==> src/frameBuffer_config.svh <==
`ifndef FRAME_BUFFER_CONFIG_SVH
`define FRAME_BUFFER_CONFIG_SVH

////////////////////////////////////////
// Screen geometry
////////////////////////////////////////

// Width of the horizontal screen coordinate
`define FB_X_BITS 5
// Width of the vertical screen coordinate
`define FB_Y_BITS 4
// Word address into the pixel memory, one pixel per word
`define FB_ADDR_BITS 8

////////////////////////////////////////
// Pixel layout
////////////////////////////////////////

// RGBA channels, each one held in its own lane memory
`define FB_SUB_PIXELS 4
`define FB_SUB_PIXEL_BITS 8

`endif

==> src/frameBufferPkg.sv <==
`include "frameBuffer_config.svh"

package frameBufferPkg;

    // Basic vectors
    typedef logic [`FB_SUB_PIXEL_BITS - 1 : 0] subPixel_t;
    typedef logic [`FB_SUB_PIXELS * `FB_SUB_PIXEL_BITS - 1 : 0] pixel_t;
    typedef logic [`FB_SUB_PIXELS - 1 : 0] laneMask_t;
    typedef logic [`FB_X_BITS - 1 : 0] screenX_t;
    typedef logic [`FB_Y_BITS - 1 : 0] screenY_t;
    typedef logic [`FB_ADDR_BITS - 1 : 0] fbAddr_t;

    // Static configuration levels
    typedef struct packed {
        logic      enable;
        pixel_t    clearColor;
        logic      enableScissor;
        screenX_t  scissorStartX;
        screenY_t  scissorStartY;
        screenX_t  scissorEndX;
        screenY_t  scissorEndY;
        screenX_t  xResolution;
        screenY_t  yResolution;
        laneMask_t mask;
    } fbConfig_t;

    // Fragment write, addr is the memory word and screenX/Y feed the scissor
    typedef struct packed {
        logic     valid;
        logic     strb;
        fbAddr_t  addr;
        pixel_t   data;
        screenX_t screenX;
        screenY_t screenY;
    } fragWrite_t;

    // Fragment read request and its result
    typedef struct packed {
        logic    valid;
        logic    last;
        fbAddr_t addr;
    } fragRead_t;

    typedef struct packed {
        logic   valid;
        logic   last;
        pixel_t data;
    } fragResult_t;

    // Write port of a single channel lane
    typedef struct packed {
        logic      write;
        fbAddr_t   addr;
        subPixel_t data;
    } laneWrite_t;

    // Stream master outputs
    typedef struct packed {
        logic   tvalid;
        logic   tlast;
        pixel_t tdata;
    } fbStream_t;

    // Command sequencer states
    typedef enum logic [1 : 0] {
        WaitForCommand,
        MemcpyInit,
        Memcpy,
        Memset
    } cmdState_t;

endpackage

==> src/fbLaneRam.sv <==
`include "frameBuffer_config.svh"

module fbLaneRam
    import frameBufferPkg::*;
(
    input  logic       clk,
    input  laneWrite_t laneWrite,
    input  fbAddr_t    readAddr,
    output subPixel_t  readData
);

    // One channel of every pixel on screen
    subPixel_t mem [2 ** `FB_ADDR_BITS];

    // Write port
    always_ff @(posedge clk)
    begin
        if (laneWrite.write)
        begin
            mem[laneWrite.addr] <= laneWrite.data;
        end
    end

    // Registered read port
    // Same edge collision returns the old word
    always_ff @(posedge clk)
    begin
        readData <= mem[readAddr];
    end

endmodule

==> config.mk <==
export PLATFORM = sky130hd
export DESIGN_NAME = fbLaneRam
export DESIGN_NICKNAME = d
export VERILOG_FILES = /design/src/frameBufferPkg.sv /design/src/fbLaneRam.sv
export VERILOG_INCLUDE_DIRS = /design/src
export SDC_FILE = /design/constraint.sdc
export NUM_CORES = 2
export LEC_CHECK = 0
export BUFFER_PORTS_ARGS = -buffer_cell sky130_fd_sc_hd__buf_2
export CELL_PAD_IN_SITES_DETAIL_PLACEMENT = 0
export CELL_PAD_IN_SITES_GLOBAL_PLACEMENT = 1
export CORE_MARGIN = 2
export CORE_UTILIZATION = 50
export DETAILED_ROUTE_END_ITERATION = 8
export PLACE_DENSITY_LB_ADDON = 0.1
export SKIP_LAST_GASP = 1
export SYNTH_ARGS = -nofsm -noshare
export SYNTH_HDL_FRONTEND = slang
export SYNTH_SLANG_ARGS = --single-unit
==> constraint.sdc <==
create_clock -name clk -period 5.3 [get_ports clk]
set_clock_uncertainty 0.1 [all_clocks]
set_input_delay 0.53 -clock clk [delete_from_list [all_inputs] [get_ports clk]]
set_output_delay 0.53 -clock clk [all_outputs]
set_load 0.005 [all_outputs]
# Word-level counts from Yosys, hierarchy flattened
# Memories as Yosys holds them, arrays and structs flattened. A register that Yosys moved wholly into a read port is not among the register bits.
# Index checks and enable logic that the tools add are counted.
[op_classes]
mux = 2
[op_table]
columns = ["operator", "count"]
rows = [
  ["$mux 1", 2],
]
[word_totals]
regBits = 0
mem_bits_rw = 2048
in_bits = 26
out_inout_bits = 8
elab_cells = 3
n_memories = 1
[mem_list]
columns = ["name", "depth", "width", "rd", "rd_ports_with_merged_regs", "write_ports", "line", "source"]
rows = [
  ["mem", 256, 8, 1, 1, 1, "fbLaneRam.sv:13", "subPixel_t mem [2 ** `FB_ADDR_BITS];"],
]

# Longest topological paths before layout
[depth]
depth_word = 2
ltp_mapped = 11
mapped_depth_nobuf = 6

# Worst setup path after synthesis
# No wires, ideal clock.
[synth_timing]
kind = "input to register"
from = "input readAddr[0]"
to = "register readData[2], read port of mem"
setup_ns = 0.131
arrival_time_ns = 2.337
required_time_ns = 5.069
slack_ns = 2.732
path_stages = 9
path_buffers = 4
path_cell_list = "buf_6 buf_12 buf_8 buf_2 mux4_2 a22oi_1 a21oi_1 nor4_1 nor4_2"
[synth_rtl]
columns = ["item", "line", "source"]
rows = [
  ["start: declaration", "fbLaneRam.sv:8", "input fbAddr_t readAddr,"],
  ["end: declaration", "fbLaneRam.sv:9", "output subPixel_t readData"],
]

==> results.py <==
metrics = {
    "grt": {
        "grt_pass1_wl_um": 290000,
        "grt_overflow": 0,
        "antenna_found_initial": 12,
        "grt_usage": 0.253,
        "grt_max_degree": 146,
        "grt_pass1_vias": 39300,
    },
    "critical_path": {
        "cp-start-kind": "primary input",
        "arrival_ps": 4020,
        "path_buf_inv": 3,
        "path_delay_family": "simple AND/OR/NAND/NOR gates",
        "required_ps": 5870,
        "critical_path.max_stage_delay_ps": 910,
        "worst-path-stages": 9,
        "path_cells": "buf_8 > buf_4 > buf_4 > mux4_2 > nor2b_1 > a211oi_1 > nor3_1 > nor4_2 > nor4_1",
        "reg2reg_setup_slack_ps": 2280,
        "r2r-end": "readData[2]",
        "crit_type": "primary input to register",
        "crit_end": "readData[1]",
        "slowest_stage": "nor4_2",
        "path_max_fanout": 45,
        "crit_start": "readAddr[0]",
        "crit_top_cell": "buf_4",
        "r2r_start": "mem[101][2]",
        "endpoint_kind": "register",
        "r2r_cells": 6,
    },
    "clock_tree": {
        "numCtsBuffers": 204,
        "post_cts_buffers": 0,
        "clock_sinks": 2056,
        "postCtsHoldBufs": 0,
        "cts_buffer_depth": 3,
        "insertion_delay_ps": 830,
        "clk_pin_slew_worst_paths_ps": 60,
        "cts_tree": "yes",
        "post_cts_resize_count": 0,
        "cts_root_buf": "clkbuf_16",
        "cts.htree.levels": 4,
    },
    "sta": {
        "rsz0062_at_grt": "no",
        "timing.final.hold_violations": 0,
        "hold_slack_ps": 131,
        "finalSetupTns_ps": 0,
        "maxSlewHeadroom": 0.0800,
        "setup_slack_ps": 1850,
        "fin_crit_ps": 3450,
        "setup_viol": 0,
        "fmax_ghz": 0.290,
        "worstMarginPinSlew_ps": 1380,
        "post-route-period-util": 0.651,
        "slew_viol_final": 0,
    },
    "synth": {
        "synth_async_sr_flop_share": 0,
        "synth_seq_area_share": 0.775,
        "synth-edff-count": 2048,
        "synth-main-ff-cell": "edfxtp_1",
        "syn_nets": 3759,
        "ys_warn_count": 0,
        "syn_inst": 3733,
        "synth_seq_cells": 2056,
        "postSynthAreaPerCell_sq_um": 21.3,
        "ys_types": 55,
        "syn_area_sq_um": 79600,
    },
    "floorplanning": {
        "die-height_um": 403,
        "die-area_sq_um": 162000,
        "core.rowCount": 146,
        "core_sq_um": 158000,
        "dieWidth_um": 403,
        "ios": 34,
        "start_util": 0.503,
    },
    "layout": {
        "final_util": 0.561,
        "drive_gt1_frac": 0.232,
        "n_fill_cell": 11700,
        "final_cell_mix": "edfxtp_1, mux4_2, nor2_1",
        "fin_nets": 3890,
        "final_common_cell": "edfxtp_1",
        "area_growth_pct": 11.6,
    },
    "placed_design": {
        "dp_hpwl_um": 124000,
        "place.gp.congestion": 0.838,
        "pre_cts_ws_ps": 983,
        "portBuffers": 33,
    },
    "route": {
        "wl_per_cell_um": 33.3,
        "vias_per_cell": 6.34,
        "routed_wl_um": 204000,
        "drtPass1Iterations": 5,
        "drc": 0,
        "ant_nets": 0,
        "via_count": 38800,
        "drt_iter0_markers": 4335,
    },
    "min_path": {
        "hold_path.class": "primary input to register",
    },
    "power": {
        "pwr_density_cell_nw_per_um2": 380,
        "peakVddDrop_uv": 355,
        "p_leak_uw": 0.0273,
    },
    "run": {
        "maxCapViolations": 0,
    },
    "run_status": {
        "status": "complete, no violations",
    },
}
## logic make-up after synthesis
group           share of synthesized area
compound gates                     0.0342
buf+inv                            0.0183
flops                               0.775
mux                                 0.146
simple gates                       0.0263
## synthesized netlist by cell type (3+ instances only)
master / number / area share
o211ai_1: 10 / 0.00094
nor4_2: 3 / 0.00047
nand3_1: 34 / 0.0021
nor4_1: 24 / 0.0019
buf_1: 22 / 0.0010
nor2_1: 282 / 0.013
nand2b_1: 8 / 0.00063
edfxtp_1: 2048 / 0.77
a22o_1: 8 / 0.00088
buf_8: 13 / 0.0025
mux4_2: 454 / 0.13
mux2i_1: 134 / 0.017
and2_1: 6 / 0.00047
a221oi_1: 13 / 0.0014
a22oi_1: 133 / 0.013
o22a_1: 5 / 0.00055
o22ai_1: 28 / 0.0022
buf_6: 21 / 0.0030
buf_2: 31 / 0.0020
nor2b_1: 31 / 0.0024
o32ai_1: 4 / 0.00044
a21oi_1: 96 / 0.0060
buf_4: 27 / 0.0025
o21ai_0: 10 / 0.00063
nand4_1: 10 / 0.00079
buf_12: 8 / 0.0020
nand2_1: 33 / 0.0016
or2_2: 4 / 0.00031
dfxtp_1: 8 / 0.0020
o221ai_1: 46 / 0.0051
nor3_1: 22 / 0.0014
a211oi_1: 16 / 0.0015
clkbuf_1: 111 / 0.0052
## state kept, by name (all words and copies together), names as in the netlist
name      cells
mem        2048
readData      8
## report_power, final
part	switching [uW]	total [uW]	internal [uW]	leakage [uW]
Clock	6050	14100	8050	0.00319
Sequential	35.7	18000	17900	0.0185
Combinational	1090	1640	551	0.00565
## layout make-up
class	instances	area, sq um	area share
clock inverter	117	1120	0.0126
timing repair buffer	158	1440	0.0162
antenna	6	15.0	0.000169
multi-input combinational	1442	16500	0.186
clock buffer	261	5410	0.0610
sequential	2056	61700	0.695
tap	2072	2590	0.0292
inverter	2	7.51	0.0000846
## layer usage
metal / track usage / up-vias / part of all wire / routed length, um
met5: 0 / - / 0.00032 / 65
li1: - / 16000 / - / -
met4: 0.0741 / 10 / 0.028 / 5760
met2: 0.404 / 1717 / 0.49 / 98800
met1: 0.350 / 20800 / 0.40 / 81500
met3: 0.0598 / 302 / 0.085 / 17400
## per-stage QoR
step | power [uW] | instances | cell area (sq um)
after floorplan | 19200 | 3733 | 79600
after global placement | 19900 | 5728 | 82200
after detailed placement | 20000 | 5730 | 82200
after CTS | 33900 | 6108 | 88700
after global routing | 34700 | 6109 | 88700
final | 33700 | 6114 | 88800
## worst min-delay path by stage
stage	cells past startpoint	slack (ps)	end	start
6_report	1	130	mem[87][0]	laneWrite[0]
3_5_place_dp	1	890	readData[7]	readData[7]
5_1_grt	1	130	mem[87][0]	laneWrite[0]
3_3_place_gp	1	880	readData[7]	readData[7]
4_1_cts	1	90	mem[87][0]	laneWrite[0]
2_1_floorplan	0	530	mem[0][0]	laneWrite[0]
Power figures use the tool's default switching activity.
