==> config.mk <==
export PLATFORM = sky130hd
export DESIGN_NAME = fbReadout
export DESIGN_NICKNAME = d
export VERILOG_FILES = /design/src/frameBufferPkg.sv /design/src/fbReadout.sv
export VERILOG_INCLUDE_DIRS = /design/src
export SDC_FILE = /design/constraint.sdc
export NUM_CORES = 1
export LEC_CHECK = 0
export BUFFER_PORTS_ARGS = -buffer_cell sky130_fd_sc_hd__buf_2
export CORE_MARGIN = 2
export CORE_UTILIZATION = 33
export CTS_CLUSTER_DIAMETER = 80
export DETAILED_ROUTE_END_ITERATION = 6
export PLACE_DENSITY_LB_ADDON = 0.12
export SETUP_SLACK_MARGIN = 0.2
export SYNTH_ARGS = -nofsm -noshare
export SYNTH_HDL_FRONTEND = slang
export SYNTH_SLANG_ARGS = --single-unit
export TNS_END_PERCENT = 1
==> constraint.sdc <==
create_clock -name clk -period 0.8 [get_ports clk]
set_input_delay 0.04 -clock clk [delete_from_list [all_inputs] [get_ports clk]]
set_output_delay 0.04 -clock clk [all_outputs]
set_load 0.005 [all_outputs]
==> src/frameBuffer_config.svh <==
`ifndef FRAME_BUFFER_CONFIG_SVH
`define FRAME_BUFFER_CONFIG_SVH

////////////////////////////////////////
// Screen geometry
////////////////////////////////////////

// Width of the horizontal screen coordinate
`define FB_X_BITS 5
// Width of the vertical screen coordinate
`define FB_Y_BITS 4
// Word address into the pixel memory, one pixel per word
`define FB_ADDR_BITS 8

////////////////////////////////////////
// Pixel layout
////////////////////////////////////////

// RGBA channels, each one held in its own lane memory
`define FB_SUB_PIXELS 4
`define FB_SUB_PIXEL_BITS 8

`endif

==> src/frameBufferPkg.sv <==
`include "frameBuffer_config.svh"

package frameBufferPkg;

    // Basic vectors
    typedef logic [`FB_SUB_PIXEL_BITS - 1 : 0] subPixel_t;
    typedef logic [`FB_SUB_PIXELS * `FB_SUB_PIXEL_BITS - 1 : 0] pixel_t;
    typedef logic [`FB_SUB_PIXELS - 1 : 0] laneMask_t;
    typedef logic [`FB_X_BITS - 1 : 0] screenX_t;
    typedef logic [`FB_Y_BITS - 1 : 0] screenY_t;
    typedef logic [`FB_ADDR_BITS - 1 : 0] fbAddr_t;

    // Static configuration levels
    typedef struct packed {
        logic      enable;
        pixel_t    clearColor;
        logic      enableScissor;
        screenX_t  scissorStartX;
        screenY_t  scissorStartY;
        screenX_t  scissorEndX;
        screenY_t  scissorEndY;
        screenX_t  xResolution;
        screenY_t  yResolution;
        laneMask_t mask;
    } fbConfig_t;

    // Fragment write, addr is the memory word and screenX/Y feed the scissor
    typedef struct packed {
        logic     valid;
        logic     strb;
        fbAddr_t  addr;
        pixel_t   data;
        screenX_t screenX;
        screenY_t screenY;
    } fragWrite_t;

    // Fragment read request and its result
    typedef struct packed {
        logic    valid;
        logic    last;
        fbAddr_t addr;
    } fragRead_t;

    typedef struct packed {
        logic   valid;
        logic   last;
        pixel_t data;
    } fragResult_t;

    // Write port of a single channel lane
    typedef struct packed {
        logic      write;
        fbAddr_t   addr;
        subPixel_t data;
    } laneWrite_t;

    // Stream master outputs
    typedef struct packed {
        logic   tvalid;
        logic   tlast;
        pixel_t tdata;
    } fbStream_t;

    // Command sequencer states
    typedef enum logic [1 : 0] {
        WaitForCommand,
        MemcpyInit,
        Memcpy,
        Memset
    } cmdState_t;

endpackage

==> src/fbReadout.sv <==
`include "frameBuffer_config.svh"

module fbReadout
    import frameBufferPkg::*;
(
    input  logic        clk,
    input  logic        reset,
    input  subPixel_t   laneData [`FB_SUB_PIXELS],
    input  fragRead_t   fragRead,
    output pixel_t      streamData,
    output fragResult_t fragResult
);

    pixel_t pixel;

    // First stage runs alongside the lane read register
    logic   validDelay;
    logic   lastDelay;

    // Second stage
    logic   resultValid;
    logic   resultLast;
    pixel_t resultData;

    // Lane 0 lands in the low byte
    always_comb
    begin
        for (int i = 0; i < `FB_SUB_PIXELS; i++)
        begin
            pixel[i * `FB_SUB_PIXEL_BITS +: `FB_SUB_PIXEL_BITS] = laneData[i];
        end
    end

    // Stream data is the raw lane output, sequencer keeps the address steady
    assign streamData = pixel;

    always_ff @(posedge clk)
    begin
        if (reset)
        begin
            validDelay  <= 1'b0;
            lastDelay   <= 1'b0;
            resultValid <= 1'b0;
            resultLast  <= 1'b0;
        end
        else
        begin
            validDelay  <= fragRead.valid;
            lastDelay   <= fragRead.last;
            resultValid <= validDelay;
            resultLast  <= lastDelay;
        end
    end

    always_ff @(posedge clk)
    begin
        resultData <= pixel;
    end

    assign fragResult = '{valid: resultValid, last: resultLast, data: resultData};

endmodule

Word level (Yosys, flattened, before mapping):

Index checks and enable logic that the tools add are counted.

* output and inout bits: 66
* logic and storage cells: 5
* input bits: 44
* register bits after elaboration: 36

Logic depth before layout (Yosys ltp):

Gate-level depths: netlist of the first run.

* word-level depth: 0
* gate-level depth with buffers: 1
* mapped depth without buffers: 1

Worst setup path after synthesis of the first run:

No wires, ideal clock.

* path kind: register to register
* start point: reg lastDelay
* end point: reg resultLast
* required time: 0.686 ns
* slack: 0.310 ns
* data arrival time: 0.376 ns
* stages on the path, launching flop included: 2
* period minus slack after synthesis: 0.490 ns
* cells stage by stage: dfxtp_1 -> nor2b_1

RTL lines
* start: declaration: RTL line fbReadout.sv:18 `logic lastDelay;`
* start signal: assignment: RTL line fbReadout.sv:49 `lastDelay <= fragRead.last;`
* end signal: assignment: RTL line fbReadout.sv:51 `resultLast <= lastDelay;`
* end: declaration: RTL line fbReadout.sv:22 `logic resultLast;`

No word-level cell between the ends.

Final worst setup path of the first run:

* start point: reg resultData[20]
* end point: out fragResult[20] (netlist name)

RTL lines
* start: declaration: RTL line fbReadout.sv:23 `pixel_t resultData;`
* start signal: assignment: RTL line fbReadout.sv:57 `resultData <= pixel;`
* end: declaration: RTL line fbReadout.sv:11 `output fragResult_t fragResult`

No word-level cell between the ends.

==> key figures, run 1 <==
Floorplan
  – Rows: 19
  – IO Count: 110
  – Die Width: 59.08 µm
  – Core box area: 2829 µm²
  – Initial Util: 0.3538
  – DIE AREA: 3490 µm²
  – Height of the die: 59.08 µm

Yosys
  – Synthesized area per cell: 13.53 µm²
  – Mapped Nets: 118
  – Mapped Cells: 74
  – Top cells by area, synth: dfxtp_1, buf_4, nor2b_1
  – Cell taking the most area after synthesis: dfxtp_1
  – Synth top area share: 0.7200
  – Ys flop type: dfxtp_1
  – Synthesized flop and latch total: 36
  – Top-count cell post-synth: dfxtp_1
  – Post-Syn Area: 1001 µm²
  – Yosys warns: 0
  – Top cells by instance count after synthesis: dfxtp_1, buf_4, nor2b_1
  – Count of cell types in the netlist: 3
  – Asr flop ratio synth: 0
  – Sequential share of the synthesized area: 0.7200
  – Post-synth EDFFs: 0

Routing
  – Detailed Route WL: 2.058 mm
  – Drt first pass iters: 2
  – Via/cell ratio: 3.879
  – 1st-iter DRT viols: 6
  – # DRC: 0
  – Antenna-violating nets left: 0
  – Total number of vias: 830
  – DR WL/cell: 9.617 µm

GRT
  – GR Overflow Total: 0
  – First-pass GRT wire length: 2.960 mm
  – Initial antenna violation count: 0
  – Largest net degree at the start of global routing: 11
  – GRT Util Overall: 0.1201
  – Vias in the first global route: 708

STA
  – Tmin final: 811.9 ps
  – Slew @ Worst Pin: 99.56 ps
  – Max Fclk: 1232 MHz
  – Relative slew slack: 0.9336
  – Unrepaired setup endpoints after global routing: yes
  – Fin Setup TNS: -15.82 ps
  – Max-slew violations: 0
  – Min Hold Slack: 256.7 ps
  – Post-route clock period utilization: 1.015
  – Final setup viols: 3
  – Worst setup margin: -11.89 ps
  – Final hold violation count: 0
  – Layout Skew: 0.1672 ps

Hold path
  – Min-delay src: laneData[6]
  – Hold path depth: 2
  – WHS Endpoint: streamData[30]
  – Hold WC Path Type: in -> out

Critical path
  – Crit-path cells: buf_6
  – Critical path type: reg -> out
  – Worst path depth: 1
  – Critical path arrival: 770 ps
  – Endpoint type of the worst setup path: primary output
  – Worst Path Buf+Inv: 1
  – Slowest CP cell: dfxtp_2
  – Reg2reg setup slack: 290 ps
  – Worst reg2reg endpoint: resultLast
  – Reg-to-Reg Start: lastDelay
  – Worst path max stage delay: 340 ps
  – Crit-path max FO: 1
  – Delay-heaviest family, CP: flip-flops
  – WP data required: 760 ps
  – FF-to-FF path depth: 1
  – Setup crit start kind: flip-flop

Status
  – Failing checks: negative setup slack
  – Status: complete, but fails checks

Place
  – Gp weighted congestion: 0.6060
  – Number of I/O port buffers: 101
  – Placed cell areas: 1290 µm²
  – DP Worst Slack: 300.6 ps

Cells and area
  – Fillers: 250
  – Final Instance Area: 1724 µm²
  – Fin util: 0.6095
  – Synthesis-to-layout area growth: 72.25%
  – Final net count: 227
  – # diodes: 0
  – Fraction of layout instances using a drive strength above 1: 0.6175

Clock tree
  – Number of post-CTS setup repair buffers: 0
  – Clock Root Buffer: clkbuf_4
  – CTS sink count: 36
  – Clock Latency Late Sink: 330 ps
  – CTS Buffer Depth: 2
  – Clk slew on worst S/H paths: 100 ps
  – CTS tree: done
  – Max H-tree Level: 2
  – TritonCTS Buffers: 5

Power
  – Clock power share: 0.305
  – Power Dens Cells: 1952 nW/µm²
  – P_sw: 0.6878 mW
  – Pint: 2.678 mW
  – Sw Share: 0.2044
  – Comb pwr share: 0.128
  – Worst vdd ir: 1506 µV
  – Cell leakage power: 0.8996 nW
  – Sequential power share: 0.567

Flow run
  – Max cap viols: 0
[metrics by stage]
step                total power, mW  std cells
floorplan                     2.105         74
global placement              2.239        172
detailed placement            2.245        172
CTS                           3.391        214
global route                  3.532        214
finish                        3.365        214
[routing by layer]
| layer | routed length (µm) | GRT usage |
|---|---|---|
| met5 | 0 | 0 |
| met4 | 25 | 0.05844 |
| met3 | 270 | 0.07205 |
| met2 | 1075 | 0.2175 |
| met1 | 687 | 0.1027 |
[flip-flops by register name, indices dropped and copies added, names as in the netlist]
| register | count |
|---|---|
| resultData | 32 |
| lastDelay | 1 |
| resultLast | 1 |
| resultValid | 1 |
| validDelay | 1 |
[cell type report]
| type | count | area, µm² | share of cell area |
|---|---|---|---|
| clock buffer | 7 | 65.06 | 0.03774 |
| sequential | 36 | 726.9 | 0.4216 |
| tap | 31 | 38.79 | 0.02250 |
| multi-input combinational | 4 | 25.02 | 0.01451 |
| timing repair buffer | 136 | 868.3 | 0.5036 |
[kinds of logic (layout without fill, tap and decap cells)]
kind of cell           Yosys count  count (layout)  synth area share
buffers and inverters           34             143            0.2550
flip-flops                      36              36            0.7200
AND/OR/NAND/NOR                  4               4           0.02500
[worst max-delay path by stage]
stage              startpoint              to
6_report       resultData[20]  fragResult[20]
5_1_grt        resultData[20]  fragResult[20]
4_1_cts        resultData[20]  fragResult[20]
3_5_place_dp       validDelay     resultValid
3_3_place_gp        lastDelay      resultLast
2_1_floorplan       lastDelay      resultLast
[power by group through the flow]
stage / clock, mW / combinational, mW / sequential (mW)
6_report: 1.03 / 0.431 / 1.91
2_1_floorplan: 0 / 0.142 / 1.96
5_1_grt: 1.14 / 0.475 / 1.92
4_1_cts: 1.06 / 0.426 / 1.90
3_5_place_dp: 0 / 0.299 / 1.95
3_3_place_gp: 0 / 0.295 / 1.94
[placed cells by master (no fill, tap or decap)]
cell type / n
buf_2: 99
buf_6: 2
clkbuf_4: 5
clkbuf_8: 2
dfxtp_1: 31
dfxtp_2: 5
dlygate4sd3_1: 35
nor2b_1: 4
[what timing repair did]
item / 4_1_cts / 5_1_grt
hold buffers: 35 / 0
gates resized for setup: 1 / 6
endpoints found under the hold margin: 36 / 0
endpoints found under the setup margin: 34 / 34
pin swaps: 0 / 0
cloned: 0 / 0
Note: power is estimated with default switching activity, not from simulation.
==> inputs of run 2 (changes only) <==
--- a/config.mk
+++ b/config.mk
@@ -6,11 +6,11 @@
 export SDC_FILE = /design/constraint.sdc
 export NUM_CORES = 1
 export LEC_CHECK = 0
-export BUFFER_PORTS_ARGS = -buffer_cell sky130_fd_sc_hd__buf_2
 export CORE_MARGIN = 2
-export CORE_UTILIZATION = 33
+export CORE_UTILIZATION = 57
 export CTS_CLUSTER_DIAMETER = 80
 export DETAILED_ROUTE_END_ITERATION = 6
+export DONT_BUFFER_PORTS = 1
 export PLACE_DENSITY_LB_ADDON = 0.12
 export SETUP_SLACK_MARGIN = 0.2
 export SYNTH_ARGS = -nofsm -noshare
==> key figures, run 2 (synthesis gave the netlist of run 1 again) <==
GRT
  – Largest net degree at the start of global routing: 11
  – First-pass GRT wire length: 1.876 mm
  – GR Overflow Total: 0
  – Vias in the first global route: 422
  – Initial antenna violation count: 0
  – GRT Util Overall: 0.1462

STA
  – Unrepaired setup endpoints after global routing: yes
  – Final hold violation count: 0
  – Max Fclk: 1418 MHz
  – Worst setup margin: 94.55 ps
  – Layout Skew: 1.190 ps
  – Fin Setup TNS: 0 ps
  – Relative slew slack: 0.9058
  – Tmin final: 705.5 ps
  – Max-slew violations: 0
  – Slew @ Worst Pin: 140.8 ps
  – Post-route clock period utilization: 0.8818
  – Final setup viols: 0

Cells and area
  – Synthesis-to-layout area growth: 21.12%
  – Largest register by flop count: resultData
  – Final net count: 126
  – # diodes: 0
  – Most frequent cells in the layout: dlygate4sd3_1, dfxtp_2, dfxtp_1
  – Fraction of layout instances using a drive strength above 1: 0.3780
  – Max reg flops: 32
  – Final Instance Area: 1212 µm²
  – Fin util: 0.7178
  – Most common library cell in the layout ignoring fill and taps: dlygate4sd3_1

Power
  – Cell leakage power: 0.4960 nW
  – Tot Pwr: 3.088 mW
  – Power Dens Cells: 2547 nW/µm²
  – Worst vdd ir: 1567 µV

Hold path
  – Hold WC Path Type: in -> out

Clock tree
  – TritonCTS Buffers: 5
  – CTS sink count: 36
  – Number of post-CTS setup repair buffers: 0
  – Clk slew on worst S/H paths: 90 ps
  – Clock Root Buffer: clkbuf_4
  – CTS tree: done
  – Clock Latency Late Sink: 320 ps
  – Max H-tree Level: 2
  – CTS Buffer Depth: 2

Critical path
  – Worst reg2reg endpoint: resultLast
  – Setup crit start kind: flip-flop
  – FF-to-FF path depth: 1
  – Critical path arrival: 670 ps
  – Reg-to-Reg Start: lastDelay
  – Endpoint type of the worst setup path: primary output
  – Critical path type: reg -> out
  – Reg2reg setup slack: 280 ps
  – End of the critical path: fragResult[18]
  – Crit path launch: resultData[18]
  – Crit-path max FO: 1
  – WP data required: 760 ps
  – Worst path depth: 0

Routing
  – Detailed Route WL: 1.440 mm
  – Via/cell ratio: 4.768
  – Antenna-violating nets left: 0
  – 1st-iter DRT viols: 7
  – # DRC: 0
  – Drt first pass iters: 3
  – Total number of vias: 472
  – DR WL/cell: 14.55 µm

Floorplan
  – Initial Util: 0.5926
  – Die Width: 45.91 µm
  – Core box area: 1689 µm²
  – Height of the die: 45.91 µm
  – IO Count: 110
  – Rows: 15
  – DIE AREA: 2107 µm²

Place
  – DP Worst Slack: 293.4 ps
  – Placed cell areas: 767.0 µm²
  – Gp weighted congestion: 0.5610
  – Number of I/O port buffers: 0

Flow run
  – Max cap viols: 0

Status
  – Status: completed
-- run 2: changes by cell type in the layout (fill, tap and decap cells not counted), sizes merged --
cell	before	now
buf	101	0
-- run 2: how the worst min path moves through the flow --
stage                             from             end  depth (start not counted)
after global placement     laneData[4]  resultData[28]                          0
after CTS                  laneData[1]  streamData[25]                          0
after floorplan           laneData[24]   resultData[0]                          0
final                     laneData[22]  streamData[14]                          0
after detailed placement   laneData[1]  resultData[25]                          0
after global routing      laneData[24]   streamData[0]                          0
-- run 2: through the flow --
| stage | std cells | hold slack (ps) |
|---|---|---|
| 2_1_floorplan | 74 | 67.72 |
| 3_3_place_gp | 57 | 67.79 |
| 3_5_place_dp | 57 | 67.78 |
| 4_1_cts | 99 | 80.04 |
| 5_1_grt | 99 | 80.01 |
| 6_report | 99 | 80.00 |
-- run 2: area by class of cell --
cell class | count | area, µm²
clock buffers | 7 | 65.06
flip-flops and latches | 36 | 750.7
fillers | 113 | 476.7
well taps | 17 | 21.27
repair buffers | 35 | 350.3
multi-input cells | 4 | 25.02
-- run 2: where the power goes --
group | switching [mW] | internal [mW] | total [mW]
clock network | 0.505 | 0.498 | 1.00
registers | 0.0453 | 1.90 | 1.94
logic | 0.0238 | 0.117 | 0.141
total | 0.574 | 2.51 | 3.09
-- run 2: per-layer routing --
| metal | global-route usage | wire (µm) |
|---|---|---|
| met1 | 0.1119 | 456 |
| met2 | 0.2222 | 723 |
| met3 | 0.1190 | 214 |
| met4 | 0.1371 | 46 |
| met5 | 0 | 0 |
-- run 2: what timing repair did --
item,CTS,global route
setup endpoints to repair,34,34
endpoints found under the hold margin,36,0
gates resized for setup,12,12
hold buffers,35,0
pin swaps,0,0
==> inputs of run 3 (changes only) <==
--- a/config.mk
+++ b/config.mk
@@ -7,12 +7,12 @@
 export NUM_CORES = 1
 export LEC_CHECK = 0
 export CORE_MARGIN = 2
-export CORE_UTILIZATION = 57
+export CORE_UTILIZATION = 30
 export CTS_CLUSTER_DIAMETER = 80
 export DETAILED_ROUTE_END_ITERATION = 6
 export DONT_BUFFER_PORTS = 1
 export PLACE_DENSITY_LB_ADDON = 0.12
-export SETUP_SLACK_MARGIN = 0.2
+export SETUP_SLACK_MARGIN = 0.5
 export SYNTH_ARGS = -nofsm -noshare
 export SYNTH_HDL_FRONTEND = slang
 export SYNTH_SLANG_ARGS = --single-unit
==> key figures, run 3 (synthesis gave the netlist of run 1 again) <==
GRT
  – GR Overflow Total: 0
  – Initial antenna violation count: 0
  – Largest net degree at the start of global routing: 11
  – GRT Util Overall: 0.07057
  – First-pass GRT wire length: 1.621 mm
  – Vias in the first global route: 342

Critical path
  – Critical path arrival: 650 ps
  – Crit-path max FO: 1
  – WP data required: 760 ps
  – Setup crit start kind: flip-flop
  – Critical path type: reg -> out
  – Endpoint type of the worst setup path: primary output

Cells and area
  – Final net count: 91
  – Most common library cell in the layout ignoring fill and taps: dfxtp_2
  – Storage element area: 753.2 µm²
  – Fillers: 328
  – Most frequent cells in the layout: dfxtp_2, dfxtp_1, clkbuf_4
  – Max reg flops: 32
  – Footprint of the multi-input gates: 25.02 µm²
  – Largest register by flop count: resultData
  – Synthesis-to-layout area growth: -10.87%
  – # diodes: 0
  – Fraction of layout instances using a drive strength above 1: 0.6667

Power
  – Cell leakage power: 0.3447 nW
  – Power Dens Cells: 3234 nW/µm²
  – Worst vdd ir: 891.4 µV

STA
  – Relative slew slack: 0.9395
  – Final setup viols: 0
  – Max Fclk: 1444 MHz
  – Worst setup margin: 107.3 ps
  – Unrepaired setup endpoints after global routing: yes
  – Layout Skew: 0.5586 ps
  – Post-route clock period utilization: 0.8659
  – Slew @ Worst Pin: 90.51 ps
  – Fin Setup TNS: 0 ps
  – Min Hold Slack: -259.0 ps
  – Max-slew violations: 0
  – Final hold violation count: 36
  – Tmin final: 692.7 ps

Floorplan
  – DIE AREA: 3814 µm²
  – Rows: 20
  – Die Width: 61.76 µm
  – Core box area: 3103 µm²
  – Height of the die: 61.76 µm
  – Initial Util: 0.3226
  – IO Count: 110

Clock tree
  – Number of post-CTS setup repair buffers: 0
  – Clock Latency Late Sink: 310 ps
  – Clock Root Buffer: clkbuf_4
  – TritonCTS Buffers: 5
  – Max H-tree Level: 2
  – CTS tree: done
  – CTS sink count: 36
  – Clk slew on worst S/H paths: 90 ps
  – CTS Buffer Depth: 2

Status
  – Failing checks: negative hold slack
  – Status: complete, but fails checks

Place
  – Gp weighted congestion: 0.5748
  – Number of I/O port buffers: 0
  – DP Worst Slack: 290.2 ps

Routing
  – # DRC: 0
  – Total number of vias: 325
  – Antenna-violating nets left: 0
  – DR WL/cell: 14.33 µm
  – Detailed Route WL: 1.318 mm
  – Via/cell ratio: 3.533
  – Drt first pass iters: 4
  – 1st-iter DRT viols: 17

Hold path
  – Hold WC Path Type: in -> reg

Flow run
  – Max cap viols: 0
run 3: cell types whose count changed in the layout (fill, tap and decap cells not counted):
cell | before | now
clkbuf_1 | 0 | 2
clkbuf_8 | 2 | 1
dfxtp_1 | 12 | 10
dfxtp_2 | 24 | 26
dlygate4sd3_1 | 35 | 0
run 3: worst paths after layout:
kind	start	endpoint	slack, ps	cells after the start
worst max-delay path	resultLast	fragResult[32]	110	0
worst min-delay path	laneData[17]	resultData[9]	-260	0
worst max register to register	validDelay	resultValid	290	1
worst min register to register	lastDelay	resultLast	450	1
run 3: final cells by class:
type | instances | share of cell area
clock buffers | 8 | 0.06592
multi-input cells | 4 | 0.02805
well taps | 44 | 0.06171
flip-flops and latches | 36 | 0.8443
run 3: metal layers:
layer | GRT usage | share of wire | up-vias
met2 | 0.09323 | 0.54 | 41
li1 | - | - | 134
met4 | 0.07599 | 0.039 | 0
met1 | 0.04633 | 0.24 | 145
met5 | 0 | 0 | -
met3 | 0.08489 | 0.18 | 5
run 3: power breakdown:
part	total, mW	internal [mW]	switching, mW
Sequential	1.95	1.90	0.0445
Clock	0.933	0.434	0.499
Combinational	0.00666	0.00488	0.00178
run 3: through the flow:
step / cell area (µm²) / utilization / power [mW] / cells
finish: 892.1 / 0.2875 / 2.885 / 92
detailed placement: 800.8 / 0.2581 / 1.985 / 84
CTS: 889.6 / 0.2867 / 2.966 / 92
global route: 892.1 / 0.2875 / 3.042 / 92
floorplan: 1001 / - / 2.105 / 74
global placement: 800.8 / 0.2581 / 1.988 / 84
run 3: what timing repair did:
action,4_1_cts,5_1_grt
hold endpoints to repair,36,36
gates resized for setup,24,2
setup endpoints to repair,36,36
