[config.mk]
export PLATFORM = sky130hd
export DESIGN_NAME = fbCommandSequencer
export DESIGN_NICKNAME = d
export VERILOG_FILES = /design/src/frameBufferPkg.sv /design/src/fbCommandSequencer.sv
export VERILOG_INCLUDE_DIRS = /design/src
export SDC_FILE = /design/constraint.sdc
export NUM_CORES = 1
export LEC_CHECK = 0
export BUFFER_PORTS_ARGS = -buffer_cell sky130_fd_sc_hd__buf_2
export CAP_MARGIN = 20
export CORE_ASPECT_RATIO = 1.2
export CORE_UTILIZATION = 48
export CTS_BUF_LIST = sky130_fd_sc_hd__clkbuf_2
export DETAILED_ROUTE_END_ITERATION = 10
export PLACE_DENSITY = 0.9
export SLEW_MARGIN = 25
export SYNTH_ARGS = -nofsm -noshare
export SYNTH_HDL_FRONTEND = slang
export SYNTH_SLANG_ARGS = --single-unit
[constraint.sdc]
create_clock -name clk -period 4.1 [get_ports clk]
set_clock_uncertainty 0.15 [all_clocks]
set_input_delay 0.205 -clock clk [delete_from_list [all_inputs] [get_ports clk]]
set_output_delay 0.205 -clock clk [all_outputs]
set_load 0.05 [all_outputs]
[src/frameBuffer_config.svh]
`ifndef FRAME_BUFFER_CONFIG_SVH
`define FRAME_BUFFER_CONFIG_SVH

////////////////////////////////////////
// Screen geometry
////////////////////////////////////////

// Width of the horizontal screen coordinate
`define FB_X_BITS 5
// Width of the vertical screen coordinate
`define FB_Y_BITS 4
// Word address into the pixel memory, one pixel per word
`define FB_ADDR_BITS 8

////////////////////////////////////////
// Pixel layout
////////////////////////////////////////

// RGBA channels, each one held in its own lane memory
`define FB_SUB_PIXELS 4
`define FB_SUB_PIXEL_BITS 8

`endif

[src/frameBufferPkg.sv]
`include "frameBuffer_config.svh"

package frameBufferPkg;

    // Basic vectors
    typedef logic [`FB_SUB_PIXEL_BITS - 1 : 0] subPixel_t;
    typedef logic [`FB_SUB_PIXELS * `FB_SUB_PIXEL_BITS - 1 : 0] pixel_t;
    typedef logic [`FB_SUB_PIXELS - 1 : 0] laneMask_t;
    typedef logic [`FB_X_BITS - 1 : 0] screenX_t;
    typedef logic [`FB_Y_BITS - 1 : 0] screenY_t;
    typedef logic [`FB_ADDR_BITS - 1 : 0] fbAddr_t;

    // Static configuration levels
    typedef struct packed {
        logic      enable;
        pixel_t    clearColor;
        logic      enableScissor;
        screenX_t  scissorStartX;
        screenY_t  scissorStartY;
        screenX_t  scissorEndX;
        screenY_t  scissorEndY;
        screenX_t  xResolution;
        screenY_t  yResolution;
        laneMask_t mask;
    } fbConfig_t;

    // Fragment write, addr is the memory word and screenX/Y feed the scissor
    typedef struct packed {
        logic     valid;
        logic     strb;
        fbAddr_t  addr;
        pixel_t   data;
        screenX_t screenX;
        screenY_t screenY;
    } fragWrite_t;

    // Fragment read request and its result
    typedef struct packed {
        logic    valid;
        logic    last;
        fbAddr_t addr;
    } fragRead_t;

    typedef struct packed {
        logic   valid;
        logic   last;
        pixel_t data;
    } fragResult_t;

    // Write port of a single channel lane
    typedef struct packed {
        logic      write;
        fbAddr_t   addr;
        subPixel_t data;
    } laneWrite_t;

    // Stream master outputs
    typedef struct packed {
        logic   tvalid;
        logic   tlast;
        pixel_t tdata;
    } fbStream_t;

    // Command sequencer states
    typedef enum logic [1 : 0] {
        WaitForCommand,
        MemcpyInit,
        Memcpy,
        Memset
    } cmdState_t;

endpackage

[src/fbCommandSequencer.sv]
`include "frameBuffer_config.svh"

module fbCommandSequencer
    import frameBufferPkg::*;
(
    input  logic       clk,
    input  logic       reset,
    input  fbConfig_t  conf,
    input  fragWrite_t fragWrite,
    input  fbAddr_t    fragReadAddr,
    input  logic       apply,
    input  logic       cmdCommit,
    input  logic       cmdMemset,
    input  logic       streamReady,
    output logic       applied,
    output logic       streamValid,
    output logic       streamLast,
    output laneWrite_t laneWrite [`FB_SUB_PIXELS],
    output fbAddr_t    laneReadAddr
);

    // Scissor test over a half open rectangle
    function automatic logic scissorPass(fbConfig_t c, screenX_t x, screenY_t y);
        logic inX;
        logic inY;
        inX = (x >= c.scissorStartX) && (x < c.scissorEndX);
        inY = (y >= c.scissorStartY) && (y < c.scissorEndY);
        return !c.enableScissor || (inX && inY);
    endfunction

    ////////////////////////////////////////
    // Command state
    ////////////////////////////////////////

    cmdState_t state;

    // Walks the memory for both commit and memset
    fbAddr_t   cmdIndex;
    fbAddr_t   cmdIndexNext;
    // Index of the final pixel, latched while idle
    fbAddr_t   lastIndex;
    // Pixel count, 256 wraps to 0 which still gives lastIndex 255
    fbAddr_t   fbSize;

    // Screen position of cmdIndex during memset
    screenX_t  memsetX;
    screenX_t  memsetXNext;
    screenY_t  memsetY;
    logic      memsetPending;

    logic      cmdActive;
    logic      commitActive;
    logic      fragScissor;
    logic      memsetScissor;
    logic      fragWriteEnable;

    assign cmdIndexNext = cmdIndex + fbAddr_t'(1);
    assign memsetXNext  = memsetX + screenX_t'(1);
    assign fbSize       = fbAddr_t'(conf.xResolution) * fbAddr_t'(conf.yResolution);

    assign cmdActive    = (state != WaitForCommand);
    assign commitActive = (state == MemcpyInit) || (state == Memcpy);

    always_ff @(posedge clk)
    begin
        if (reset)
        begin
            state         <= WaitForCommand;
            applied       <= 1'b1;
            streamValid   <= 1'b0;
            streamLast    <= 1'b0;
            memsetPending <= 1'b0;
            cmdIndex      <= '0;
            lastIndex     <= '0;
            memsetX       <= '0;
            memsetY       <= '0;
        end
        else
        begin
            case (state)
                WaitForCommand:
                begin
                    // Preload the walk
                    // Index 0 is the top row, which is yResolution - 1 in screen space
                    cmdIndex  <= '0;
                    memsetX   <= '0;
                    memsetY   <= conf.yResolution - screenY_t'(1);
                    lastIndex <= fbSize - fbAddr_t'(1);
                    applied   <= !apply;
                    if (apply)
                    begin
                        memsetPending <= cmdMemset;
                        // Commit goes first so the old frame leaves before the clear
                        if (cmdCommit)
                        begin
                            state <= MemcpyInit;
                        end
                        else if (cmdMemset)
                        begin
                            state <= Memset;
                        end
                    end
                end

                MemcpyInit:
                begin
                    // Lane memories are reading index 0 during this cycle
                    streamValid <= 1'b1;
                    streamLast  <= (lastIndex == '0);
                    state       <= Memcpy;
                end

                Memcpy:
                begin
                    if (streamReady)
                    begin
                        cmdIndex   <= cmdIndexNext;
                        streamLast <= (cmdIndexNext == lastIndex);
                        // Beat accepted on the final pixel
                        if (cmdIndex == lastIndex)
                        begin
                            streamValid <= 1'b0;
                            streamLast  <= 1'b0;
                            cmdIndex    <= '0;
                            state       <= memsetPending ? Memset : WaitForCommand;
                        end
                    end
                end

                Memset:
                begin
                    cmdIndex <= cmdIndexNext;
                    // Row wraps left to right, rows go downwards in screen space
                    if (memsetXNext == conf.xResolution)
                    begin
                        memsetX <= '0;
                        memsetY <= memsetY - screenY_t'(1);
                    end
                    else
                    begin
                        memsetX <= memsetXNext;
                    end
                    if (cmdIndex == lastIndex)
                    begin
                        state <= WaitForCommand;
                    end
                end

                default:
                begin
                    state <= WaitForCommand;
                end
            endcase
        end
    end

    ////////////////////////////////////////
    // Memory port multiplexer
    ////////////////////////////////////////

    assign fragScissor     = scissorPass(conf, fragWrite.screenX, fragWrite.screenY);
    assign memsetScissor   = scissorPass(conf, memsetX, memsetY);
    assign fragWriteEnable = fragWrite.valid && fragWrite.strb && conf.enable && fragScissor;

    always_comb
    begin
        for (int i = 0; i < `FB_SUB_PIXELS; i++)
        begin
            if (cmdActive)
            begin
                // Fragment writes are dropped while a command owns the memory
                laneWrite[i].write = (state == Memset) && conf.mask[i] && memsetScissor;
                laneWrite[i].addr  = cmdIndex;
                laneWrite[i].data  =
                    conf.clearColor[i * `FB_SUB_PIXEL_BITS +: `FB_SUB_PIXEL_BITS];
            end
            else
            begin
                laneWrite[i].write = fragWriteEnable && conf.mask[i];
                laneWrite[i].addr  = fragWrite.addr;
                laneWrite[i].data  =
                    fragWrite.data[i * `FB_SUB_PIXEL_BITS +: `FB_SUB_PIXEL_BITS];
            end
        end
    end

    // Look one pixel ahead on an accepted beat so tdata follows the index
    always_comb
    begin
        if (commitActive)
        begin
            laneReadAddr = ((state == Memcpy) && streamReady) ? cmdIndexNext : cmdIndex;
        end
        else
        begin
            laneReadAddr = fragReadAddr;
        end
    end

endmodule

Word-level counts from Yosys, hierarchy flattened
Index checks and enable logic that the tools add are counted.
{ "classes": {"n_addsub": 5, "mul": 1, "order_cmp": 8, "eq_ne": 12, "n_mux": 27, "reduce_logical": 39} }
{ "op_table": {"columns": ["cell", "n"], "rows": [
  ["2-to-1 mux 17 bit", 4],
  ["2-to-1 mux 8 bit", 4],
  ["one-hot mux 8 bit (3 select lines)", 1],
  ["logical AND 1 bit", 22],
  ["equality test 8 bit", 2],
  ["2-to-1 mux 2 bit", 7],
  ["greater-or-equal comparator 5 bit", 2],
  ["less-than comparator 5 bit", 2],
  ["one-hot mux 5 bit (2 select lines)", 1],
  ["adder 8 x 1 -> 8 bit (second input constant)", 1],
  ["greater-or-equal comparator 4 bit", 2],
  ["logical NOT 8 bit", 1],
  ["less-than comparator 4 bit", 2],
  ["multiplier 5 x 4 -> 8 bit", 1],
  ["inequality test 2 bit (second input constant)", 4],
  ["one-hot mux 2 bit (4 select lines)", 1],
  ["one-hot mux 4 bit (2 select lines)", 1],
  ["AND reduction 2 bit", 4],
  ["subtractor 4 x 1 -> 4 bit (second input constant)", 2],
  ["subtractor 8 x 1 -> 8 bit (second input constant)", 1],
  ["nonzero test 2 bit", 3],
  ["adder 5 x 1 -> 5 bit (second input constant)", 1],
  ["equality test 5 bit", 1],
  ["2-to-1 mux 5 bit", 1],
  ["other kinds (13)", 21]
]} }
{ "word_totals": {"ff_bits": 31, "input_bits": 130, "output_inout_bits": 79} }

Depth between registers and ports, before layout
Gate-level depths: netlist of run 1.
{ "depth": {"depth_word": 7, "mapped_depth": 13, "mapped_depth_nobuf": 12} }

Least setup slack after synthesis of run 1
Ideal clock, no wire load.
{ "synth_timing": {"path_kind": "input to register", "start": "in conf[6] (netlist name)", "end": "reg lastIndex[7]", "setup_ns": 0.091, "arrival_ns": 3.268, "required_time_ns": 3.859, "slack_ns": 0.591, "path_stages": 13, "path_buffers": 1, "path_cell_list": "clkbuf_1 > nand2_1 > ha_1 > fa_1 > fa_1 > inv_1 > ha_1 > nor2b_1 > o21ai_0 > a21boi_0 > o21a_1 > or3_1 > a311oi_1"} }
{ "synth_between": {"elab_chain_cells": 2} }
{ "synth_lines": {"columns": ["element", "line", "text"], "rows": [
  ["start: declaration", "fbCommandSequencer.sv:8", "input fbConfig_t conf,"],
  ["multiplier 5 x 4 -> 8 bit", "fbCommandSequencer.sv:59", "assign fbSize = fbAddr_t'(conf.xResolution) * fbAddr_t'(conf.yResolution);"],
  ["subtractor 8 x 1 -> 8 bit", "fbCommandSequencer.sv:88", "lastIndex <= fbSize - fbAddr_t'(1);"],
  ["end signal: assignment", "fbCommandSequencer.sv:88", null],
  ["end: declaration", "fbCommandSequencer.sv:41", "fbAddr_t lastIndex;"]
]} }
No other way between the ends.
A chain may end at the register's enable or synchronous reset.

Final worst setup path of run 1
Same ends and word-level chain as after synthesis.

==> results of run 1 <==
[layout make-up]
type | instances | area [um2] | share of cell area (%)
Clock buffer | 5 | 25.02 | 0.4889
Timing Repair Buffer | 212 | 1079 | 21.07
Sequential cell | 31 | 620.6 | 12.12
Multi-Input combinational cell | 394 | 3093 | 60.43
Clock inverter | 2 | 8.758 | 0.1711
Tap cell | 114 | 142.6 | 2.787
Inverter | 40 | 150.1 | 2.933
[routing by layer]
metal  GRT usage, %  vias up  wire length [um]
met4          11.31        0               363
met5              0        -                 0
met1          24.95     1968              4200
met3          3.586       32               625
li1               -     2118                 -
met2          49.33      189              6161
[worst max path at each step]
stage            start           end  slack [ns]  cells past startpoint
2_1_floorplan  conf[6]  lastIndex[7]        0.59                     13
3_3_place_gp   conf[7]  lastIndex[7]        0.55                     13
3_5_place_dp   conf[6]  lastIndex[7]        0.39                     13
4_1_cts        conf[6]  lastIndex[7]        0.76                     13
5_1_grt        conf[6]  lastIndex[7]        0.62                     13
6_report       conf[6]  lastIndex[7]        0.75                     13
[timing repair]
| item | in CTS | in global routing |
|---|---|---|
| hold buffers | 3 | 0 |
| buffers inserted | 0 | 0 |
| endpoints found under the hold margin | 2 | 0 |
[synthesized netlist by cell type, drive strengths merged (2+ instances only)]
| library cell | count |
|---|---|
| or2 | 2 |
| and4b | 2 |
| o211ai | 4 |
| nor3b | 3 |
| or3 | 5 |
| buf | 31 |
| clkbuf | 16 |
| a21boi | 2 |
| a21oi | 33 |
| mux2 | 42 |
| mux2i | 7 |
| and2 | 6 |
| nor2b | 8 |
| nand2 | 35 |
| nor4 | 5 |
| o21a | 5 |
| nand2b | 16 |
| ha | 54 |
| dfxtp | 31 |
| nand3 | 9 |
| a211o | 5 |
| a31oi | 2 |
| fa | 7 |
| inv | 40 |
| a21o | 4 |
| nand4 | 5 |
| xor2 | 14 |
| a211oi | 13 |
| nor3 | 7 |
| o21ai | 23 |
| nor2 | 38 |
| xnor2 | 21 |
[critical path, cell delays in order]
cell and delay (ns):
buf_2 0.16, nand2_1 0.09, ha_1 0.30, fa_1 0.51, fa_1 0.55, inv_1 0.05, ha_1 0.33, nor2b_1 0.16
o21ai_0 0.22, a21boi_0 0.16, o21a_1 0.20, or3_1 0.30, a311oi_1 0.24
[flip-flops by register name, indices dropped and copies added, names as in the netlist]
name and cells:
memsetX 5, streamValid 1, memsetY 4, streamLast 1
applied 1, memsetPending 1, cmdIndex 8, state 2
lastIndex 8
[metrics by stage]
step	power, mW	setup WS (ns)	std cells	utilization [%]
after floorplan	2.833	0.5912	512	-
after global placement	3.222	0.5507	788	61.32
after detailed placement	3.295	0.3860	788	61.32
after CTS	3.447	0.7650	798	62.10
after global routing	3.636	0.6245	798	62.10
final	3.436	0.7501	798	62.10
[kinds of logic (layout without fill, tap and decap cells)]
kind of cell,after synthesis,count (layout),share of synthesized area (%)
adders and majority gates,61,61,19.70
muxes,49,49,13.12
AOI/OAI and AO/OA,106,106,17.14
buffers and inverters,87,259,10.37
xor gates and xnor gates,35,35,7.586
and+or+nand+nor,143,143,17.11
DFF,31,31,14.99
[power by group]
group | internal (mW) | total [mW] | switching (mW)
Clock | 0.0361 | 0.143 | 0.107
Sequential | 0.375 | 0.472 | 0.0972
Combinational | 0.847 | 2.82 | 1.97
==> results.json, run 1 <==
{
  "syn_area_um2": 4140,
  "die-height_um": 103.7,
  "endpoint_kind": "flop",
  "ys_seq_area_share_pct": 14.99,
  "reg2reg_from": "state[1]",
  "rows": 36,
  "nets": 875,
  "hp-class": "primary input to flop",
  "fin_area_um2": 5119,
  "mostFrequentLayoutCell": "buf_2",
  "slew-limit-headroom_pct": 44.44,
  "path_max_fanout": 7,
  "ios": 209,
  "viasPerCell": 5.397,
  "area.growth.synth_to_final_pct": 23.63,
  "antenna_cells": 0,
  "min_from": "apply",
  "clk_transition_reported_paths_ns": 0.16,
  "min_period_over_period_pct": 81.71,
  "synth_area_leaders": "ha_1 16%, dfxtp_1 15%, mux2_2 11%",
  "gp_congestion": 0.9075,
  "clk_path_buf_depth": 2,
  "rr_endpoint": "memsetY[3]",
  "vias": 4307,
  "yosysWarnings": 0,
  "hold_ws_ns": 0.04322,
  "htreeDepth": 2,
  "min_to": "memsetPending",
  "setup_tns_ns": 0,
  "drc": 0,
  "cts.sinks": 31,
  "dpl_cell_area_um2": 5055,
  "dp_hpwl_um": 9337,
  "startpoint_type": "primary input",
  "ff2ff_setup_slack_ns": 1.54,
  "synthesis.nets": 703,
  "setup_viol": 0,
  "drt_wl_total_um": 11350,
  "drt_pre_antenna_iters": 5,
  "die-width_um": 86.78,
  "cts_buffers": 5,
  "grt_pass1_wl_um": 18430,
  "slew_viol_final": 0,
  "drt-wirelength-per-cell_um": 14.22,
  "final_cell_mix": "208 x buf_2, 53 x ha_1, 42 x mux2_2",
  "rsz0062_at_grt": "false",
  "cts_tree": "built",
  "grt_usage_pct": 25.11,
  "vdd_ir_drop_max_mv": 0.7012,
  "final-hold-violation-count": 0,
  "initial_utilization_pct": 50.23,
  "hold_depth": 4,
  "async_flop_share_pct": 0,
  "grt_pass1_vias": 4343,
  "synth_edf_count": 0,
  "drive_above_1_share_pct": 38.89,
  "nFillCells": 725,
  "synth_top_area_share_pct": 16.32,
  "antenna_found_initial": 0,
  "die_area_um2": 9002,
  "status": "finished, final reports clean",
  "max_freq_mhz": 298.5,
  "yosysUniqueCellTypes": 56,
  "grt_overflow": 0,
  "required_ns": 4.22,
  "post_cts_resized": 0,
  "cp.arrival_ns": 3.47,
  "syn_inst": 512,
  "power.leakage_nw": 2.545,
  "synth.avg_cell_area_um2": 8.086,
  "synth_top_flop_cell": "dfxtp_1",
  "clk_latency_ns": 0.35,
  "port_buffers": 208,
  "fin_crit_ns": 3.350,
  "drt_iter0_drc": 170,
  "ff2ff_path_depth": 7,
  "tightest_slew_ns": 0.8334,
  "power.density_nw_per_um2": 671.2,
  "maxCapViolCount": 0,
  "ys_seq_elements": 31,
  "cts_root_buf": "clkbuf_2",
  "postRouteAntennaNets": 0,
  "grt_max_degree": 67,
  "crit_type": "primary input to flop",
  "core_um2": 8243,
  "yosysTopAreaCell": "ha_1"
}
Power figures use the tool's default switching activity.
==> inputs of run 2 (changes only) <==
Clock period 4.1 ns to 3.3 ns, I/O delays scaled along.
==> run 2 against run 1 <==
Against the previous run: routed wire length is 0.68% lower; worst setup slack worse by 0.58 ns; cell count is 1.3% higher; critical path type is now flop to flop; highest routed layer unchanged.
==> results.json, run 2 (synthesis results as in run 1) <==
{
  "path_max_fanout": 47,
  "postRouteAntennaNets": 0,
  "dp_hpwl_um": 9174,
  "drt_pre_antenna_iters": 5,
  "final_cell_mix": "208 x buf_2, 53 x ha_1, 42 x mux2_2",
  "cts_tree": "built",
  "reg2reg_from": "state[0]",
  "tightest_slew_ns": 0.6825,
  "p_int_mw": 1.586,
  "clk_latency_ns": 0.39,
  "core_um2": 8243,
  "fin_crit_ns": 3.126,
  "setup_viol": 0,
  "max_freq_mhz": 319.9,
  "ff2ff_setup_slack_ns": 0.17,
  "post_cts_resized": 0,
  "startpoint_type": "flop",
  "seq_area_um2": 620.6,
  "rows": 36,
  "mostFrequentLayoutCell": "buf_2",
  "grt_max_degree": 48,
  "final_util_pct": 63.07,
  "nets": 885,
  "vias": 4353,
  "comb_power_share_pct": 82.2,
  "cts_buffers": 5,
  "final-hold-violation-count": 0,
  "min_period_over_period_pct": 94.73,
  "drive_above_1_share_pct": 39.48,
  "hold_depth": 3,
  "drt-wirelength-per-cell_um": 13.95,
  "drc": 0,
  "rsz0062_at_grt": "false",
  "clk_transition_reported_paths_ns": 0.16,
  "area.growth.synth_to_final_pct": 25.57,
  "gp_congestion": 0.8858,
  "initial_utilization_pct": 50.23,
  "cts.sinks": 31,
  "slew_viol_final": 0,
  "drt_iter0_drc": 163,
  "power.density_nw_per_um2": 824.9,
  "clk_path_buf_depth": 2,
  "antenna_found_initial": 0,
  "crit_start": "state[0]",
  "required_ns": 3.48,
  "rr_endpoint": "memsetPending",
  "fin_ws_ns": 0.1740,
  "drt_wl_total_um": 11270,
  "cts_root_buf": "clkbuf_2",
  "reg.largest.list": "cmdIndex (8), lastIndex (8), memsetX (5)",
  "min_to": "memsetY[0]",
  "die-width_um": 86.78,
  "nFillCells": 724,
  "dpl_worst_slack_ns": -0.1274,
  "p_switching_mw": 2.703,
  "cp.arrival_ns": 3.31,
  "antenna_cells": 0,
  "port_buffers": 208,
  "grt_usage_pct": 24.82,
  "die_area_um2": 9002,
  "ios": 209,
  "vdd_ir_drop_max_mv": 0.8473,
  "maxCapViolCount": 0,
  "power.leakage_nw": 2.596,
  "grt_pass1_wl_um": 18240,
  "slew-limit-headroom_pct": 54.50,
  "htreeDepth": 2,
  "ff2ff_path_depth": 7,
  "grt_overflow": 0,
  "crit_type": "flop to flop",
  "hp-class": "primary input to flop",
  "hold_ws_ns": 0.04466,
  "setup_tns_ns": 0,
  "die-height_um": 103.7,
  "switching_share_pct": 63.02,
  "endpoint_kind": "flop",
  "power_frac_seq_pct": 13.5,
  "power.share.clock_pct": 4.3,
  "status": "finished, final reports clean",
  "min_from": "conf[4]",
  "multi_input_area_um2": 3093,
  "viasPerCell": 5.387,
  "grt_pass1_vias": 4307
}
-- run 2: per-stage QoR --
stage / area (um2) / total power [mW] / std cells
finish: 5199 / 4.288 / 808
global route: 5199 / 4.530 / 808
CTS: 5199 / 4.292 / 808
detailed placement: 5115 / 4.098 / 796
global placement: 5115 / 4.013 / 796
floorplan: 4141 / 3.521 / 512
-- run 2: how the worst max path moves through the flow --
| stage | endpoint | slack (ns) | cells after the start |
|---|---|---|---|
| finish | memsetPending | 0.17 | 7 |
| global route | memsetPending | 0.02 | 7 |
| CTS | memsetPending | 0.22 | 7 |
| detailed placement | lastIndex[7] | -0.13 | 13 |
| global placement | lastIndex[7] | -0.008 | 13 |
| floorplan | lastIndex[7] | 0.03 | 13 |
-- run 2: worst max-delay path, cell delays in order (launching register included) --
cell           delay (ns)
dfxtp_1              0.36
inv_1                0.10
ha_2                 0.47
buf_4                0.54
nand3_1              0.12
dlygate4sd3_1        0.59
a21oi_1              0.15
dlygate4sd3_1        0.58
-- run 2: cell type report --
cell class | instances | share of cell area [%]
Timing Repair Buffer | 222 | 22.29
Clock inverter | 2 | 0.1685
Sequential cell | 31 | 11.94
Clock buffer | 5 | 0.4813
Multi-Input combinational cell | 394 | 59.49
Tap cell | 114 | 2.744
Inverter | 40 | 2.888
-- run 2: power by group through the flow --
stage                     combinational (mW)  clock [mW]  sequential, mW
after global routing                    3.74       0.199           0.590
after global placement                  3.43           0           0.582
after floorplan                         2.93           0           0.587
after detailed placement                3.51           0           0.586
after CTS                               3.53       0.181           0.577
final                                   3.53       0.183           0.578
-- run 2: per-layer routing --
layer / vias to the layer above / GRT usage [%] / part of all wire (%)
li1: 2138 / - / -
met1: 1999 / 24.45 / 37
met2: 190 / 49.55 / 55
met3: 26 / 3.984 / 5.7
met4: 0 / 9.405 / 2.2
met5: - / 0 / 0
-- run 2: repair_timing --
item	in CTS	in global routing
setup endpoints to repair	0	0
buffers inserted	0	0
hold buffers	5	0
hold endpoints to repair	3	0
